**src/cache_macros.svh**
```systemverilog
// Cache geometry and address split constants
// MSHR bank depth and LFSR seed for victim choice
`ifndef CACHE_MACROS_SVH
`define CACHE_MACROS_SVH

// ==============================
// Address split
// ==============================
`define CACHE_ADDR_W     20          // CPU byte address
`define CACHE_TAG_W      12
`define CACHE_SET_W      3
`define CACHE_WORD_W     3           // Word within line

// ==============================
// Geometry and miss handling
// ==============================
`define CACHE_WAYS       4
`define CACHE_SETS       8
`define CACHE_LINE_W     256         // Eight 32-bit words
`define CACHE_NUM_MSHR   2           // 1 to 8
`define CACHE_LFSR_SEED  16'hACE1    // Must be nonzero

`endif

```
**src/cache_pkg.sv**
```systemverilog
// Address, tag, set, word and line types
// CPU and memory port structs
// Address field extraction helpers
`include "cache_macros.svh"

package cache_pkg;

    typedef logic [`CACHE_ADDR_W-1:0]             addr_t;
    typedef logic [`CACHE_TAG_W-1:0]              tag_t;
    typedef logic [`CACHE_SET_W-1:0]              set_t;
    typedef logic [`CACHE_WORD_W-1:0]             word_idx_t;
    typedef logic [$clog2(`CACHE_WAYS)-1:0]       way_t;
    typedef logic [`CACHE_TAG_W+`CACHE_SET_W-1:0] block_t;     // Tag then set
    typedef logic [31:0]                          word_t;
    typedef logic [`CACHE_LINE_W-1:0]             line_t;      // Word k at bits 32k up

    typedef struct packed {
        logic  rw;       // 1 = write
        addr_t addr;
        word_t wdata;
    } cpu_req_t;

    typedef struct packed {
        logic  hit;
        word_t rdata;
    } cpu_resp_t;

    typedef struct packed {
        logic   rw;      // 1 = writeback
        block_t block;
        line_t  wdata;
    } mem_req_t;

    // Byte address layout is tag | set | word | byte
    function automatic tag_t addr_tag(addr_t a);
        return a[`CACHE_ADDR_W-1 -: `CACHE_TAG_W];
    endfunction

    function automatic set_t addr_set(addr_t a);
        return a[`CACHE_WORD_W+2 +: `CACHE_SET_W];
    endfunction

    function automatic word_idx_t addr_word(addr_t a);
        return a[2 +: `CACHE_WORD_W];
    endfunction

    function automatic block_t addr_block(addr_t a);
        return a[`CACHE_ADDR_W-1 -: `CACHE_TAG_W+`CACHE_SET_W];
    endfunction

endpackage

```
**src/miss_pkg.sv**
```systemverilog
// MSHR state enum and pipeline operation enum
// Miss and fill records passed between the stages
package miss_pkg;

    typedef enum logic [2:0] {
        MSHR_FREE,
        MSHR_WB_WAIT_ISSUE,      // Dirty victim waits for the memory port
        MSHR_WB_BUSY,
        MSHR_FETCH_WAIT_ISSUE,
        MSHR_FETCH_BUSY
    } mshr_state_t;

    typedef enum logic [1:0] {
        OP_NONE,
        OP_HIT,
        OP_MISS,
        OP_FILL
    } stage_op_t;

    typedef struct packed {
        cache_pkg::cpu_req_t req;         // Request that missed
        cache_pkg::way_t     way;         // Victim way, later filled
        logic                wb;          // Victim was valid and dirty
        cache_pkg::tag_t     victim_tag;  // Old tag for the writeback block
    } miss_t;

    typedef struct packed {
        miss_t             miss;
        cache_pkg::line_t  line;          // Fetched line from memory
    } fill_t;

endpackage

```
**src/cache_miss.sv**
```systemverilog
// MSHR bank with allocation and block conflict check
// Writeback then fetch sequencing over a single memory port
// Fill record generation and the accept_ok level for lookup
`timescale 1ns/1ps
`include "cache_macros.svh"

module cache_miss (
    input  logic                clk,
    input  logic                rst_n,
    input  cache_pkg::cpu_req_t cpu_req,
    input  logic                miss_valid,
    input  miss_pkg::miss_t     miss_req,
    input  cache_pkg::line_t    wb_line,
    input  logic                mem_resp_valid,
    input  cache_pkg::line_t    mem_resp_rdata,
    output logic                accept_ok,
    output logic                fill_valid,
    output miss_pkg::fill_t     fill,
    output logic                mem_req_valid,
    output cache_pkg::mem_req_t mem_req
);

    localparam int IDX_W = (`CACHE_NUM_MSHR > 1) ? $clog2(`CACHE_NUM_MSHR) : 1;
    typedef logic [IDX_W-1:0] mshr_idx_t;

    miss_pkg::mshr_state_t state_q   [`CACHE_NUM_MSHR];
    miss_pkg::miss_t       ent_q     [`CACHE_NUM_MSHR];
    cache_pkg::line_t      wb_data_q [`CACHE_NUM_MSHR];
    logic                  mem_busy_q;       // One memory request open
    mshr_idx_t             busy_idx_q;       // Owner of that request

    cache_pkg::block_t     req_block;
    logic                  has_free;
    mshr_idx_t             free_idx;
    logic                  has_issue;
    mshr_idx_t             issue_idx;
    logic                  blk_match;
    logic                  issue;

    // Block being written back for a dirty victim
    function automatic cache_pkg::block_t victim_block(miss_pkg::miss_t m);
        return {m.victim_tag, cache_pkg::addr_set(m.req.addr)};
    endfunction

    // ==============================
    // Free, issue and conflict scan
    // ==============================
    always_comb begin
        req_block = cache_pkg::addr_block(cpu_req.addr);
        has_free  = 1'b0;
        free_idx  = '0;
        has_issue = 1'b0;
        issue_idx = '0;
        blk_match = 1'b0;
        for (int i = `CACHE_NUM_MSHR-1; i >= 0; i--) begin   // Lowest index wins
            if (state_q[i] == miss_pkg::MSHR_FREE) begin
                has_free = 1'b1;
                free_idx = mshr_idx_t'(i);
            end
            if (state_q[i] inside {miss_pkg::MSHR_WB_WAIT_ISSUE,
                                   miss_pkg::MSHR_FETCH_WAIT_ISSUE}) begin
                has_issue = 1'b1;
                issue_idx = mshr_idx_t'(i);
            end
            if (state_q[i] != miss_pkg::MSHR_FREE &&
                cache_pkg::addr_block(ent_q[i].req.addr) == req_block)
                blk_match = 1'b1;
            // Stale copy in memory until the writeback lands
            if (state_q[i] inside {miss_pkg::MSHR_WB_WAIT_ISSUE, miss_pkg::MSHR_WB_BUSY} &&
                victim_block(ent_q[i]) == req_block)
                blk_match = 1'b1;
        end
    end

    assign accept_ok = has_free && !fill_valid && !blk_match;
    assign issue     = has_issue && !mem_busy_q;

    // ==============================
    // MSHR state machines
    // ==============================
    always_ff @(posedge clk or negedge rst_n) begin
        if (!rst_n) begin
            for (int i = 0; i < `CACHE_NUM_MSHR; i++)
                state_q[i] <= miss_pkg::MSHR_FREE;
            mem_busy_q    <= 1'b0;
            busy_idx_q    <= '0;
            mem_req_valid <= 1'b0;
            fill_valid    <= 1'b0;
        end else begin
            mem_req_valid <= 1'b0;
            fill_valid    <= 1'b0;
            if (mem_resp_valid) begin                // In order, so owner is busy_idx_q
                mem_busy_q <= 1'b0;
                if (state_q[busy_idx_q] == miss_pkg::MSHR_WB_BUSY) begin
                    state_q[busy_idx_q] <= miss_pkg::MSHR_FETCH_WAIT_ISSUE;
                end else begin
                    state_q[busy_idx_q] <= miss_pkg::MSHR_FREE;
                    fill_valid          <= 1'b1;
                end
            end
            if (issue) begin
                mem_req_valid      <= 1'b1;
                mem_busy_q         <= 1'b1;
                busy_idx_q         <= issue_idx;
                state_q[issue_idx] <= (state_q[issue_idx] == miss_pkg::MSHR_WB_WAIT_ISSUE) ?
                                      miss_pkg::MSHR_WB_BUSY : miss_pkg::MSHR_FETCH_BUSY;
            end
            if (miss_valid)                          // Free entry guaranteed by accept_ok
                state_q[free_idx] <= miss_req.wb ? miss_pkg::MSHR_WB_WAIT_ISSUE :
                                                   miss_pkg::MSHR_FETCH_WAIT_ISSUE;
        end
    end

    // ==============================
    // Entry payload, memory request, fill
    // ==============================
    always_ff @(posedge clk) begin
        if (miss_valid) begin
            ent_q[free_idx]     <= miss_req;
            wb_data_q[free_idx] <= wb_line;
        end
        if (issue) begin
            if (state_q[issue_idx] == miss_pkg::MSHR_WB_WAIT_ISSUE)
                mem_req <= '{rw: 1'b1, block: victim_block(ent_q[issue_idx]),
                             wdata: wb_data_q[issue_idx]};
            else
                mem_req <= '{rw: 1'b0, block: cache_pkg::addr_block(ent_q[issue_idx].req.addr),
                             wdata: '0};
        end
        // Held until the next fetch returns, read again by the data stage
        if (mem_resp_valid && state_q[busy_idx_q] == miss_pkg::MSHR_FETCH_BUSY)
            fill <= '{miss: ent_q[busy_idx_q], line: mem_resp_rdata};
    end

endmodule

```
**config.mk**
```make
export PLATFORM = sky130hd
export DESIGN_NAME = cache_miss
export DESIGN_NICKNAME = d
export VERILOG_FILES = /design/src/cache_pkg.sv /design/src/miss_pkg.sv /design/src/cache_miss.sv
export VERILOG_INCLUDE_DIRS = /design/src
export SDC_FILE = /design/constraint.sdc
export NUM_CORES = 1
export LEC_CHECK = 0
export BUFFER_PORTS_ARGS = -buffer_cell sky130_fd_sc_hd__buf_2
export CAP_MARGIN = 25
export CORE_AREA = 2 2 485 487
export DETAILED_ROUTE_END_ITERATION = 7
export DIE_AREA = 0 0 487 489
export PLACE_DENSITY = 0.34
export SYNTH_ARGS = -nofsm -noshare
export SYNTH_HDL_FRONTEND = slang
export SYNTH_SLANG_ARGS = --single-unit
```
**constraint.sdc**
```tcl
create_clock -name clk -period 41.3 [get_ports clk]
set_input_delay 4.13 -clock clk [delete_from_list [all_inputs] [get_ports clk]]
set_output_delay 4.13 -clock clk [all_outputs]
set_load 0.01 [all_outputs]
```
---- After elaboration in Yosys (flattened, before gate mapping) ----
Memory sizes are Yosys's and may differ from the RTL's. A register that Yosys moved wholly into a read port is not among the register bits.
Cells that the tools add are included.
storage, ports and cells
  register bits ........................... 538
  bits in writable memories ............... 648
  bits of input ports ..................... 637
  output and inout bits ................... 599
  word-level logic and storage cells ...... 100
  memories ................................ 2
cells by class
  magnitude comparators ................... 6
  eq/ne operators ......................... 13
  multiplexer cells ....................... 38
  bitwise gates (word level) .............. 8
  reductions and logical operators ........ 23
memory list
  memory     depth  bits a word  rd ports  clocked after Yosys merged registers in  write ports  line              RTL
  wb_data_q  2      256          1         0                                        1            cache_miss.sv:28  cache_pkg::line_t wb_data_q [`CACHE_NUM_MSHR];
  ent_q      2      68           4         1                                        1            cache_miss.sv:27  miss_pkg::miss_t ent_q [`CACHE_NUM_MSHR];
operator list
  cell                number
  $mux 272            1
  $eq 15x15->1        4
  $mux 3              10
  $mux 6              4
  $mux 1              17
  $eq 3x2->1 const B  5
  $bwmux 6            2
  $logic_and 1x1->1   11
  $reduce_bool 2->1   5
  $demux 3 s1         3
  $eq 3x1->1 const B  3
  $and 6x6->6         1
  $ge 2x2->1 const B  3
  $logic_not 3->1     2
  $lt 2x1->1 const B  3
  $not 1->2           3
  $not 6->6           1
  $reduce_bool 3->1   2
  $or 4x4->4          1
  $eq 3x3->1 const B  1
  $logic_not 1->1     3
  $and 2x2->2         1
  $mux 2              1
  $not 2->2           1

---- Longest topological paths before layout ----
Gate-level depths: netlist of run 1.
  word-level depth ........................ 14
  gate-level depth with buffers ........... 7
  gate-level depth less buffers ........... 6

---- Worst setup path after synthesis of run 1 ----
Ideal clock, no wire load.
  kind .................................... in2reg
  start ................................... input miss_valid
  end ..................................... register state_q[4] (netlist bit)
  library setup time ...................... 726 ps
  arrival time ............................ 19962 ps
  data required time ...................... 40574 ps
  slack ................................... 20612 ps
  cell stages on the path ................. 2
  buffers on the path ..................... 0
  path through ............................ a21boi_1 a21oi_1
between the ends
  longest elaborated chain between the ends .. 1
ends and longest elaborated chain
  element                          line               RTL
  from (decl)                      cache_miss.sv:11   input logic miss_valid,
  $mux 6                           cache_miss.sv:108  if (miss_valid)
  to (signal, indexed assignment)  cache_miss.sv:97   state_q[busy_idx_q] <= miss_pkg::MSHR_FREE;
  to (signal, indexed assignment)  cache_miss.sv:105  state_q[issue_idx] <= (state_q[issue_idx] == miss_pkg::MSHR_WB_WAIT_ISSUE) ?
  to (signal, indexed assignment)  cache_miss.sv:109  state_q[free_idx] <= miss_req.wb ? miss_pkg::MSHR_WB_WAIT_ISSUE :
  to (decl)                        cache_miss.sv:26   miss_pkg::mshr_state_t state_q [`CACHE_NUM_MSHR];
No other way between the ends.
A chain may end at the register's enable or synchronous reset.

---- Final worst setup path of run 1 ----
  start ................................... input cpu_req[43] (netlist bit)
  end ..................................... output accept_ok
between the ends
  longest elaborated chain between the ends .. 8
  elaborated cells between the ends (all ways) .. 14
  those cells by class .................... eq/ne: 4; mux: 4; reduce/logical: 6
ends and longest elaborated chain
  element                line              RTL
  from (decl)            cache_miss.sv:10  input cache_pkg::cpu_req_t cpu_req,
  $eq 15x15->1           cache_miss.sv:66  cache_pkg::addr_block(ent_q[i].req.addr) == req_block)
  $logic_and 1x1->1      cache_miss.sv:65  if (state_q[i] != miss_pkg::MSHR_FREE &&
  $mux 1                 cache_miss.sv:65
  $mux 1                 cache_miss.sv:69  if (state_q[i] inside {miss_pkg::MSHR_WB_WAIT_ISSUE, miss_pkg::MSHR_WB_BUSY} &&
  $mux 1                 cache_miss.sv:65
  $mux 1 (*)             cache_miss.sv:69
  $logic_not 1->1 (*)    cache_miss.sv:75  assign accept_ok = has_free && !fill_valid && !blk_match;
  $logic_and 1x1->1 (*)  cache_miss.sv:75
  to (decl)              cache_miss.sv:16  output logic accept_ok,
Every way passes the cells marked *; elsewhere a longest branch is shown, timed or not.

==> flow_summary.yaml, run 1 <==
logic_synthesis:
  ys_seq_elements: 1254
  synth_top_cell_area_share: 0.884
  syn_area_um2: 42300
  synthCells: 1818
  yosys_most_used_dff: "edfxtp_1"
  synthXorXnorAreaFrac: 0.0116
  synthMuxAreaShare: 0.0218
  synth.avg_cell_area_um2: 23.3
  yosysMostFrequentCell: "edfxtp_1"
  synth_edf_count: 1244
  synth_common_cells: "1244 x edfxtp_1, 257 x a22o_1, 71 x mux2_2"
  synth_seq_area_share: 0.890
  synth_area_leader_cell: "edfxtp_1"
  syn_nets: 2455
  synth_top_family_by_area: "compound AO/OA/AOI/OAI gates"
  ys_types: 40
  synthArstFlopShare: 0.00797
  synthAdderAreaFrac: 0
  synth_warnings: 0
  yosys-top-cells-area: "edfxtp_1 88%, a22o_1 5.3%, mux2_2 1.9%"
  synth_compound_area_frac: 0.0594
  synth_simple_gate_area_frac: 0.00758
grt:
  grt_pass1_wl_mm: 220
  antenna_found_initial: 259
  grt_overflow: 0
  grt_max_degree: 164
  grt_usage: 0.138
  grt_pass1_vias: 23900
timing:
  fin_crit_ns: 10.27
  timing.slew.headroom: 0.243
  max_freq_ghz: 0.0974
  rsz0062_at_grt: "no"
  setup_viol: 0
  fin_crit_sh: 0.249
  hold_viol: 0
  worst_pin_slew_ns: 1.14
  skew_ns: 0.0413
  finalSetupTns_ns: 0
  slew_viol_final: 0
drt:
  drtIter0Drc: 1347
  drc: 0
  antenna_left: 0
  wire_per_inst_um: 26.8
  dr.pass1.iters: 4
  wl_mm: 171
  dr_total_vias: 23700
  routed_via_density: 3.72
die:
  die-area_um2: 238000
  start_util: 0.181
  die_y_um: 489
  core_um2: 234000
  rows: 178
  die_x_um: 487
  ios: 1236
pwr:
  p_int_mw: 2.90
  leakage_nw: 20.7
  combPwrFrac: 0.233
  swShare: 0.316
  seq_power_share: 0.458
  finalPower_mw: 4.24
  max-vdd-ir-drop_mv: 0.0569
  p_clk_frac: 0.309
  netSwitchingPower_mw: 1.34
  power_density_nw_per_um2: 74.4
final_layout:
  multiInputGateArea_um2: 4280
  syn2layout_area_growth_pct: 34.9
  nFillCells: 24200
  register_area_um2: 37600
  drive_above_1_share: 0.464
  fin_nets: 3762
clock_network:
  clk_path_buf_depth: 3
  numClockSinks: 1254
  cts-buffers-inserted: 152
  cts_tree: "done"
  postCtsSetupBuffers: 0
  ctsResizeCount: 0
  clockRootBuffer: "clkbuf_16"
  htree_num_levels: 4
  worstSkewPairLatency_ns: 0.79
  clk_pin_slew_ns: 0.05
  holdBufCountCts: 0
critical_path:
  cp.arrival_ns: 6.14
  start_kind: "input port"
  reg2reg_from: "state_q[1]$_DFF_PN0_"
  critical_path_class: "in2out"
  reg2reg_to: "wb_data_q[1][181]$_DFFE_PP_"
  ff2ff_path_depth: 7
  crit_fanout: 4
  ff2ff_setup_slack_ns: 36.16
  end_kind: "output port"
  worstPathRequired_ns: 37.17
run_status:
  status: "finished clean"
run:
  cap_violations: 0
min_path:
  min_delay_path_depth: 1
  worstHoldEndpoint: "mem_req[226]$_SDFFCE_PP0N_"
  hp-start: "wb_data_q[1][226]$_DFFE_PP_"
  hold_path_class: "reg2reg"
placement:
  place_congestion: 0.785
  place_hpwl_mm: 126
  io_buffers: 1197
-- sequential cells by signal, summed over array words and instances (netlist names) --
name / flops
fill: 324
mem_req: 272
wb_data_q: 512
state_q: 6
fill_valid: 1
busy_idx_q: 1
ent_q: 136
mem_req_valid: 1
mem_busy_q: 1
-- kinds of logic (layout without fill, tap and decap cells) --
kind of cell / Yosys count / count (layout)
xor+xnor: 56 / 56
buf+inv: 76 / 1503
compound gates: 289 / 289
mux: 83 / 83
flops: 1254 / 1254
simple gates: 60 / 60
other cells: 0 / 68
-- area by class of cell --
class / count / area share
diodes: 68 / 0.00299
clock buffers: 199 / 0.0705
clock inverters: 75 / 0.0142
inverters: 2 / 0.000263
multi-input cells: 488 / 0.0750
flip-flops and latches: 1254 / 0.660
well taps: 3060 / 0.0672
repair buffers: 1227 / 0.110
-- metal layers --
layer | track usage | wire length [um] | up-vias
met5 | 0 | 503 | -
met4 | 0.0632 | 7690 | 82
met3 | 0.0693 | 18400 | 607
met2 | 0.243 | 87900 | 1266
met1 | 0.133 | 56600 | 11500
li1 | - | - | 10200
-- metrics by stage --
| stage | setup slack (ns) | utilization | instances | instance area [um^2] | hold WS (ns) |
|---|---|---|---|---|---|
| after floorplan | 20.61 | - | 1818 | 42300 | 0.512 |
| after CTS | 30.87 | 0.243 | 6304 | 56800 | 0.498 |
| after global routing | 30.86 | 0.244 | 6344 | 56900 | 0.517 |
| after detailed placement | 30.88 | 0.223 | 6030 | 52000 | 0.517 |
| final | 31.03 | 0.244 | 6373 | 57000 | 0.502 |
| after global placement | 30.93 | 0.223 | 6030 | 52000 | 0.512 |
-- worst max-delay path by stage --
stage                start              endpoint  slack, ns
2_1_floorplan   miss_valid  state_q[4]$_DFF_PN0_      20.61
5_1_grt        cpu_req[43]             accept_ok      30.86
3_5_place_dp   cpu_req[43]             accept_ok      30.88
4_1_cts        cpu_req[43]             accept_ok      30.87
3_3_place_gp   cpu_req[43]             accept_ok      30.93
6_report       cpu_req[43]             accept_ok      31.03
-- cells in the final DEF, fill, tap and decap left out, drive strengths merged, types with 2 or more instances in the layout --
| cell type | synthesis | final |
|---|---|---|
| mux2 | 71 | 71 |
| o41ai | 2 | 2 |
| xor2 | 35 | 35 |
| xnor2 | 21 | 21 |
| a22o | 257 | 257 |
| nor3 | 7 | 7 |
| nor2 | 24 | 24 |
| mux2i | 12 | 12 |
| clkbuf | 6 | 199 |
| clkinv | 0 | 56 |
| nand4 | 6 | 6 |
| buf | 68 | 1227 |
| edfxtp | 1244 | 1244 |
| a31oi | 2 | 2 |
| a221o | 12 | 12 |
| a21oi | 6 | 6 |
| bufinv | 0 | 9 |
| nand3 | 2 | 2 |
| inv | 2 | 11 |
| nand2b | 4 | 4 |
| nand2 | 4 | 4 |
| nor4 | 8 | 8 |
| o21ai | 2 | 2 |
| diode | 0 | 68 |
| dfrtp | 10 | 10 |
-- worst max-delay path, cell delays in order --
cell and delay (ns):
buf_2 0.14, xor2_1 0.16, nor4_1 0.35, nand4_1 0.16
o41ai_1 0.66, a41oi_1 0.31, buf_2 0.23
-- power by group through the flow --
stage / clock network (mW) / registers (mW) / logic, mW
5_1_grt: 1.40 / 1.97 / 1.08
6_report: 1.31 / 1.94 / 0.987
2_1_floorplan: 0 / 2.20 / 0.416
3_5_place_dp: 0 / 1.98 / 1.03
4_1_cts: 1.36 / 1.95 / 1.03
3_3_place_gp: 0 / 1.97 / 1.04
No activity file was read; power rests on OpenSTA's default activity.
==> run 2: changes to the inputs <==
Clock period 41.3 ns to 9.69 ns, I/O delays scaled along.
==> run 2 against run 1 <==
Net effect: largest cell class unchanged; largest power group unchanged; critical endpoint is now fill[243]$_DFFE_PP_; combinational power rose to 4.2 times the previous value; final cell count fell by 0.55%; core utilization barely moved; via count fell by 0.19%.
==> flow_summary.yaml, run 2 (synthesized netlist as in run 1, its figures left out) <==
clock_network:
  clockRootBuffer: "clkbuf_16"
  ctsResizeCount: 0
  cts_tree: "done"
  worstSkewPairLatency_ns: 0.78
  numClockSinks: 1254
  postCtsSetupBuffers: 0
  clk_pin_slew_ns: 0.06
  clk_path_buf_depth: 3
  htree_num_levels: 4
  cts-buffers-inserted: 153
grt:
  grt_pass1_vias: 23800
  grt_pass1_wl_mm: 217
  grt_overflow: 0
  grt_use_met1: 0.138
  grt_busiest_layer: "met2"
  grt_usage: 0.135
  use_met2: 0.236
  grt_max_degree: 137
  antenna_found_initial: 256
  grtUsageMet3: 0.0647
critical_path:
  path_common_cell: "buf_4"
  start_kind: "register"
  worstPathRequired_ns: 10.09
  critical_path_class: "reg2reg"
  cpPeakStageDelay_ns: 0.85
  cp_cell_sequence: "buf_4, nand2_1, nor3_1, o21a_4, buf_4, buf_4"
  critPathSlowestCell: "buf_4"
  end_kind: "register"
  cp.arrival_ns: 4.92
  crit_fanout: 55
  cp_top_family: "buffers and inverters"
  path_buf_inv: 3
die:
  start_util: 0.181
  die_x_um: 487
  core_um2: 234000
  die_y_um: 489
  ios: 1236
  die-area_um2: 238000
  rows: 178
drt:
  dr.pass1.iters: 5
  drtIter0Drc: 1203
  antenna_left: 0
  wire_per_inst_um: 26.3
  wl_mm: 167
  routed_via_density: 3.74
  dr_total_vias: 23700
  drc: 0
pwr:
  p_int_mw: 12.4
  swShare: 0.312
  netSwitchingPower_mw: 5.62
  power_density_nw_per_um2: 316
  combPwrFrac: 0.229
  p_clk_frac: 0.310
  max-vdd-ir-drop_mv: 0.251
  leakage_nw: 20.6
  seq_power_share: 0.461
final_layout:
  instances_no_fill: 6338
  regMostFlops: "wb_data_q"
  largest_reg_flops: 512
  final_common_cell: "edfxtp_1"
  final_area_um2: 57000
  drive_above_1_share: 0.462
  nFillCells: 24200
  final_cell_mix: "1244 x edfxtp_1, 1197 x buf_2, 257 x a22o_1, 153 x clkbuf_16, 71 x mux2_2"
  reg_top3: "wb_data_q: 512 flops, fill: 324 flops, mem_req: 272 flops"
  fin_nets: 3757
  syn2layout_area_growth_pct: 34.7
timing:
  holdWs_ns: 0.344
  max_freq_ghz: 0.221
  fin_crit_ns: 4.52
  setup_slack_ns: 5.17
  timing.slew.headroom: 0.274
  hold_viol: 0
  rsz0062_at_grt: "no"
  skew_ns: 0.0375
  setup_viol: 0
  fin_crit_sh: 0.467
  finalSetupTns_ns: 0
  slew_viol_final: 0
  worst_pin_slew_ns: 1.09
placement:
  place_congestion: 0.780
  io_buffers: 1197
  place_hpwl_mm: 121
  placedCellCount: 6023
  place_area_um2: 52000
  pre_cts_slack_ns: 4.95
run:
  cap_violations: 0
min_path:
  hold_path_class: "in2reg"
run_status:
  status: "finished clean"
[run 2: cell count changes in the layout (fill, tap and decap cells not counted), sizes merged]
| cell | change |
|---|---|
| buf | -7 |
| bufinv | +1 |
| clkbuf | -5 |
| clkinv | +7 |
| clkinvlp | +2 |
| diode | -29 |
| dlygate4sd3 | +1 |
| inv | -5 |
[run 2: power by group through the flow]
| stage | Clock [mW] | Combinational (mW) | Sequential [mW] |
|---|---|---|---|
| 6_report | 5.58 | 4.12 | 8.30 |
| 3_5_place_dp | 0 | 4.31 | 8.42 |
| 5_1_grt | 5.98 | 4.48 | 8.44 |
| 4_1_cts | 5.79 | 4.31 | 8.32 |
| 2_1_floorplan | 0 | 1.78 | 9.04 |
| 3_3_place_gp | 0 | 4.32 | 8.40 |
[run 2: worst paths after layout]
kind	from	endpoint	slack, ns	depth (start not counted)
max	busy_idx_q$_DFFE_PN0N_	fill[243]$_DFFE_PP_	5.17	6
min	mem_resp_rdata[140]	fill[140]$_DFFE_PP_	0.34	1
max reg2reg	busy_idx_q$_DFFE_PN0N_	fill[243]$_DFFE_PP_	5.17	6
min reg2reg	wb_data_q[1][25]$_DFFE_PP_	mem_req[25]$_SDFFCE_PP0N_	0.50	1
max in group asynchronous	rst_n	busy_idx_q$_DFFE_PN0N_	8.82	2
min in group asynchronous	rst_n	state_q[5]$_DFF_PN0_	0.62	2
[run 2: layout make-up]
class,instances,area (um^2),area share
Inverter,2,15.0,0.000264
Sequential cell,1254,37600,0.660
Timing Repair Buffer,1221,6310,0.111
Multi-Input combinational cell,488,4280,0.0751
Tap cell,3060,3830,0.0672
Clock inverter,80,846,0.0148
Antenna cell,39,97.6,0.00171
Clock buffer,194,3980,0.0699
[run 2: metal layers]
metal	wire [um]	vias up
met5	571	-
met4	7300	90
met3	17500	586
met2	84100	1292
met1	57400	11500
li1	-	10200
[run 2: worst register-to-register path, stage by stage, from the launching register on]
cell	delay [ns]
dfrtp_2	0.81
buf_4	0.77
nand2_1	0.12
nor3_1	0.20
o21a_4	0.61
buf_4	0.85
buf_4	0.75
[run 2: repair_timing]
item / in CTS / in global routing
hold buffers: 1 / 0
hold endpoints to repair: 10 / 0
endpoints found under the setup margin: 0 / 0
[run 2: metrics by stage]
| stage | power [mW] | util |
|---|---|---|
| global route | 18.9 | 0.244 |
| detailed placement | 12.7 | 0.223 |
| finish | 18.0 | 0.244 |
| CTS | 18.4 | 0.243 |
| global placement | 12.7 | 0.223 |
| floorplan | 10.8 | - |
==> run 3: changes to the inputs <==
Settings changed: PLACE_DENSITY 0.34 to 0.36.
Clock period 9.69 ns to 3.65 ns, I/O delays scaled along.
==> run 3 against run 2 <==
Net effect: total power grew to 2.7 times the previous value; non-clock buffer count grew 607; sequential power grew to 2.7 times the previous value; final cell count grew 9.5%; global-route usage is essentially flat; routed wire length grew 1.1%; critical path depth is the same; final area grew 11%; largest power group unchanged.
==> flow_summary.yaml, run 3 (synthesized netlist as in run 1, its figures left out) <==
run_status:
  status: "finished clean"
timing:
  rsz0062_at_grt: "no"
  setup_viol: 0
  skew_ns: 0.0468
  timing.slew.headroom: 0.360
  holdWs_ns: 0.262
  max_freq_ghz: 0.295
  fin_crit_ns: 3.39
  fin_crit_sh: 0.930
  hold_viol: 0
  worst_pin_slew_ns: 0.960
  slew_viol_final: 0
final_layout:
  final_cell_mix: "1244 x edfxtp_1, 1197 x buf_2, 584 x dlygate4sd3_1, 257 x a22o_1, 152 x clkbuf_16"
  instances_no_fill: 6941
  final_area_um2: 63100
  syn2layout_area_growth_pct: 49.3
  drive_above_1_share: 0.398
  largest_reg_flops: 512
  final_util: 0.270
  regMostFlops: "wb_data_q"
  reg_top3: "wb_data_q: 512 flops, fill: 324 flops, mem_req: 272 flops"
  fin_nets: 4362
  final_common_cell: "edfxtp_1"
critical_path:
  crit_fanout: 7
  reg2reg_from: "state_q[1]$_DFF_PN0_"
  start_kind: "register"
  worstPathRequired_ns: 3.28
  critPathSlowestCell: "nor3_1"
  end_kind: "output port"
  ff2ff_setup_slack_ns: 0.87
  critical_path_class: "reg2out"
  cp_cell_sequence: "buf_4, nor3_1, nor2_1, a211o_1, a41oi_1, buf_2"
  cpPeakStageDelay_ns: 0.64
  ff2ff_path_depth: 6
  cp.arrival_ns: 3.03
  reg2reg_to: "ent_q[1][44]$_DFFE_PP_"
clock_network:
  numClockSinks: 1254
  cts-buffers-inserted: 151
  postCtsSetupBuffers: 0
  worstSkewPairLatency_ns: 0.81
  clk_pin_slew_ns: 0.06
  cts_tree: "done"
  clk_path_buf_depth: 3
  htree_num_levels: 4
  clockRootBuffer: "clkbuf_16"
grt:
  grt_pass1_vias: 26900
  grt_overflow: 0
  antenna_found_initial: 135
  grt_pass1_wl_mm: 221
  grt_usage: 0.135
  grt_max_degree: 115
die:
  die_x_um: 487
  die_y_um: 489
  ios: 1236
  rows: 178
  core_um2: 234000
  die-area_um2: 238000
  start_util: 0.181
run:
  cap_violations: 0
placement:
  placedCellCount: 6048
  place_congestion: 0.777
  place_hpwl_mm: 124
  io_buffers: 1197
  place_area_um2: 52300
drt:
  wl_mm: 169
  drtIter0Drc: 1374
  drc: 0
  dr.pass1.iters: 5
  wire_per_inst_um: 24.3
  antenna_left: 0
  routed_via_density: 3.70
  dr_total_vias: 25700
min_path:
  hp-start: "mem_resp_rdata[66]"
  worstHoldEndpoint: "fill[66]$_DFFE_PP_"
  min_delay_path_depth: 2
  hold_path_class: "in2reg"
pwr:
  finalPower_mw: 48.6
  leakage_nw: 23.2
  swShare: 0.315
  combPwrFrac: 0.241
  seq_power_share: 0.455
  power_density_nw_per_um2: 769
  p_clk_frac: 0.304
  netSwitchingPower_mw: 15.3
  max-vdd-ir-drop_mv: 0.627
  p_int_mw: 33.3
[run 3: worst max-delay path by stage]
stage,start,to
finish,state_q[1]$_DFF_PN0_,accept_ok
global route,ent_q[1][58]$_DFFE_PP_,accept_ok
CTS,ent_q[1][65]$_DFFE_PP_,accept_ok
detailed placement,cpu_req[43],accept_ok
global placement,cpu_req[43],accept_ok
floorplan,state_q[4]$_DFF_PN0_,ent_q[0][0]$_DFFE_PP_
[run 3: cell type report]
class / count / area, um^2
Antenna cell: 40 / 100
Clock inverter: 87 / 911
Fill cell: 23900 / 171000
Clock buffer: 182 / 3920
Timing Repair Buffer: 1828 / 12400
Sequential cell: 1254 / 37600
Tap cell: 3060 / 3830
Multi-Input combinational cell: 488 / 4290
Inverter: 2 / 11.3
[run 3: power by group through the flow]
| stage | sequential [mW] | combinational (mW) | clock [mW] |
|---|---|---|---|
| after global routing | 22.4 | 12.7 | 15.9 |
| after global placement | 22.3 | 11.7 | 0 |
| after floorplan | 23.4 | 4.70 | 0 |
| after detailed placement | 22.4 | 11.6 | 0 |
| after CTS | 22.1 | 12.3 | 15.4 |
| final | 22.1 | 11.7 | 14.8 |
[run 3: layer usage]
layer,GRT usage,up-vias,routed length (um),part of all wire
li1,-,11400,-,-
met3,0.0546,410,14800,0.088
met2,0.238,1140,86000,0.51
met1,0.140,12700,60200,0.36
met5,0,-,338,0.0020
met4,0.0581,54,7370,0.044
[run 3: worst max-delay path, delay by kind of cell, from the launching register on]
kind / cells / cell delay [ns]
buffers and inverters: 2 / 0.41
AO/OA/AOI/OAI: 2 / 0.67
flip-flops: 1 / 0.37
AND/OR/NAND/NOR: 2 / 0.75
[run 3: per-stage QoR]
step | setup TNS (ns) | setup WS, ns
after floorplan | -3004.30 | -3.04
after global placement | 0 | 0.726
after detailed placement | 0 | 0.726
after CTS | 0 | 0.00524
after global routing | 0 | 0.0649
final | 0 | 0.255
[run 3: what timing repair did]
action,CTS,global route
hold buffers,584,0
endpoints found under the setup margin,1,0
resized for setup,1,0
endpoints found under the hold margin,921,0
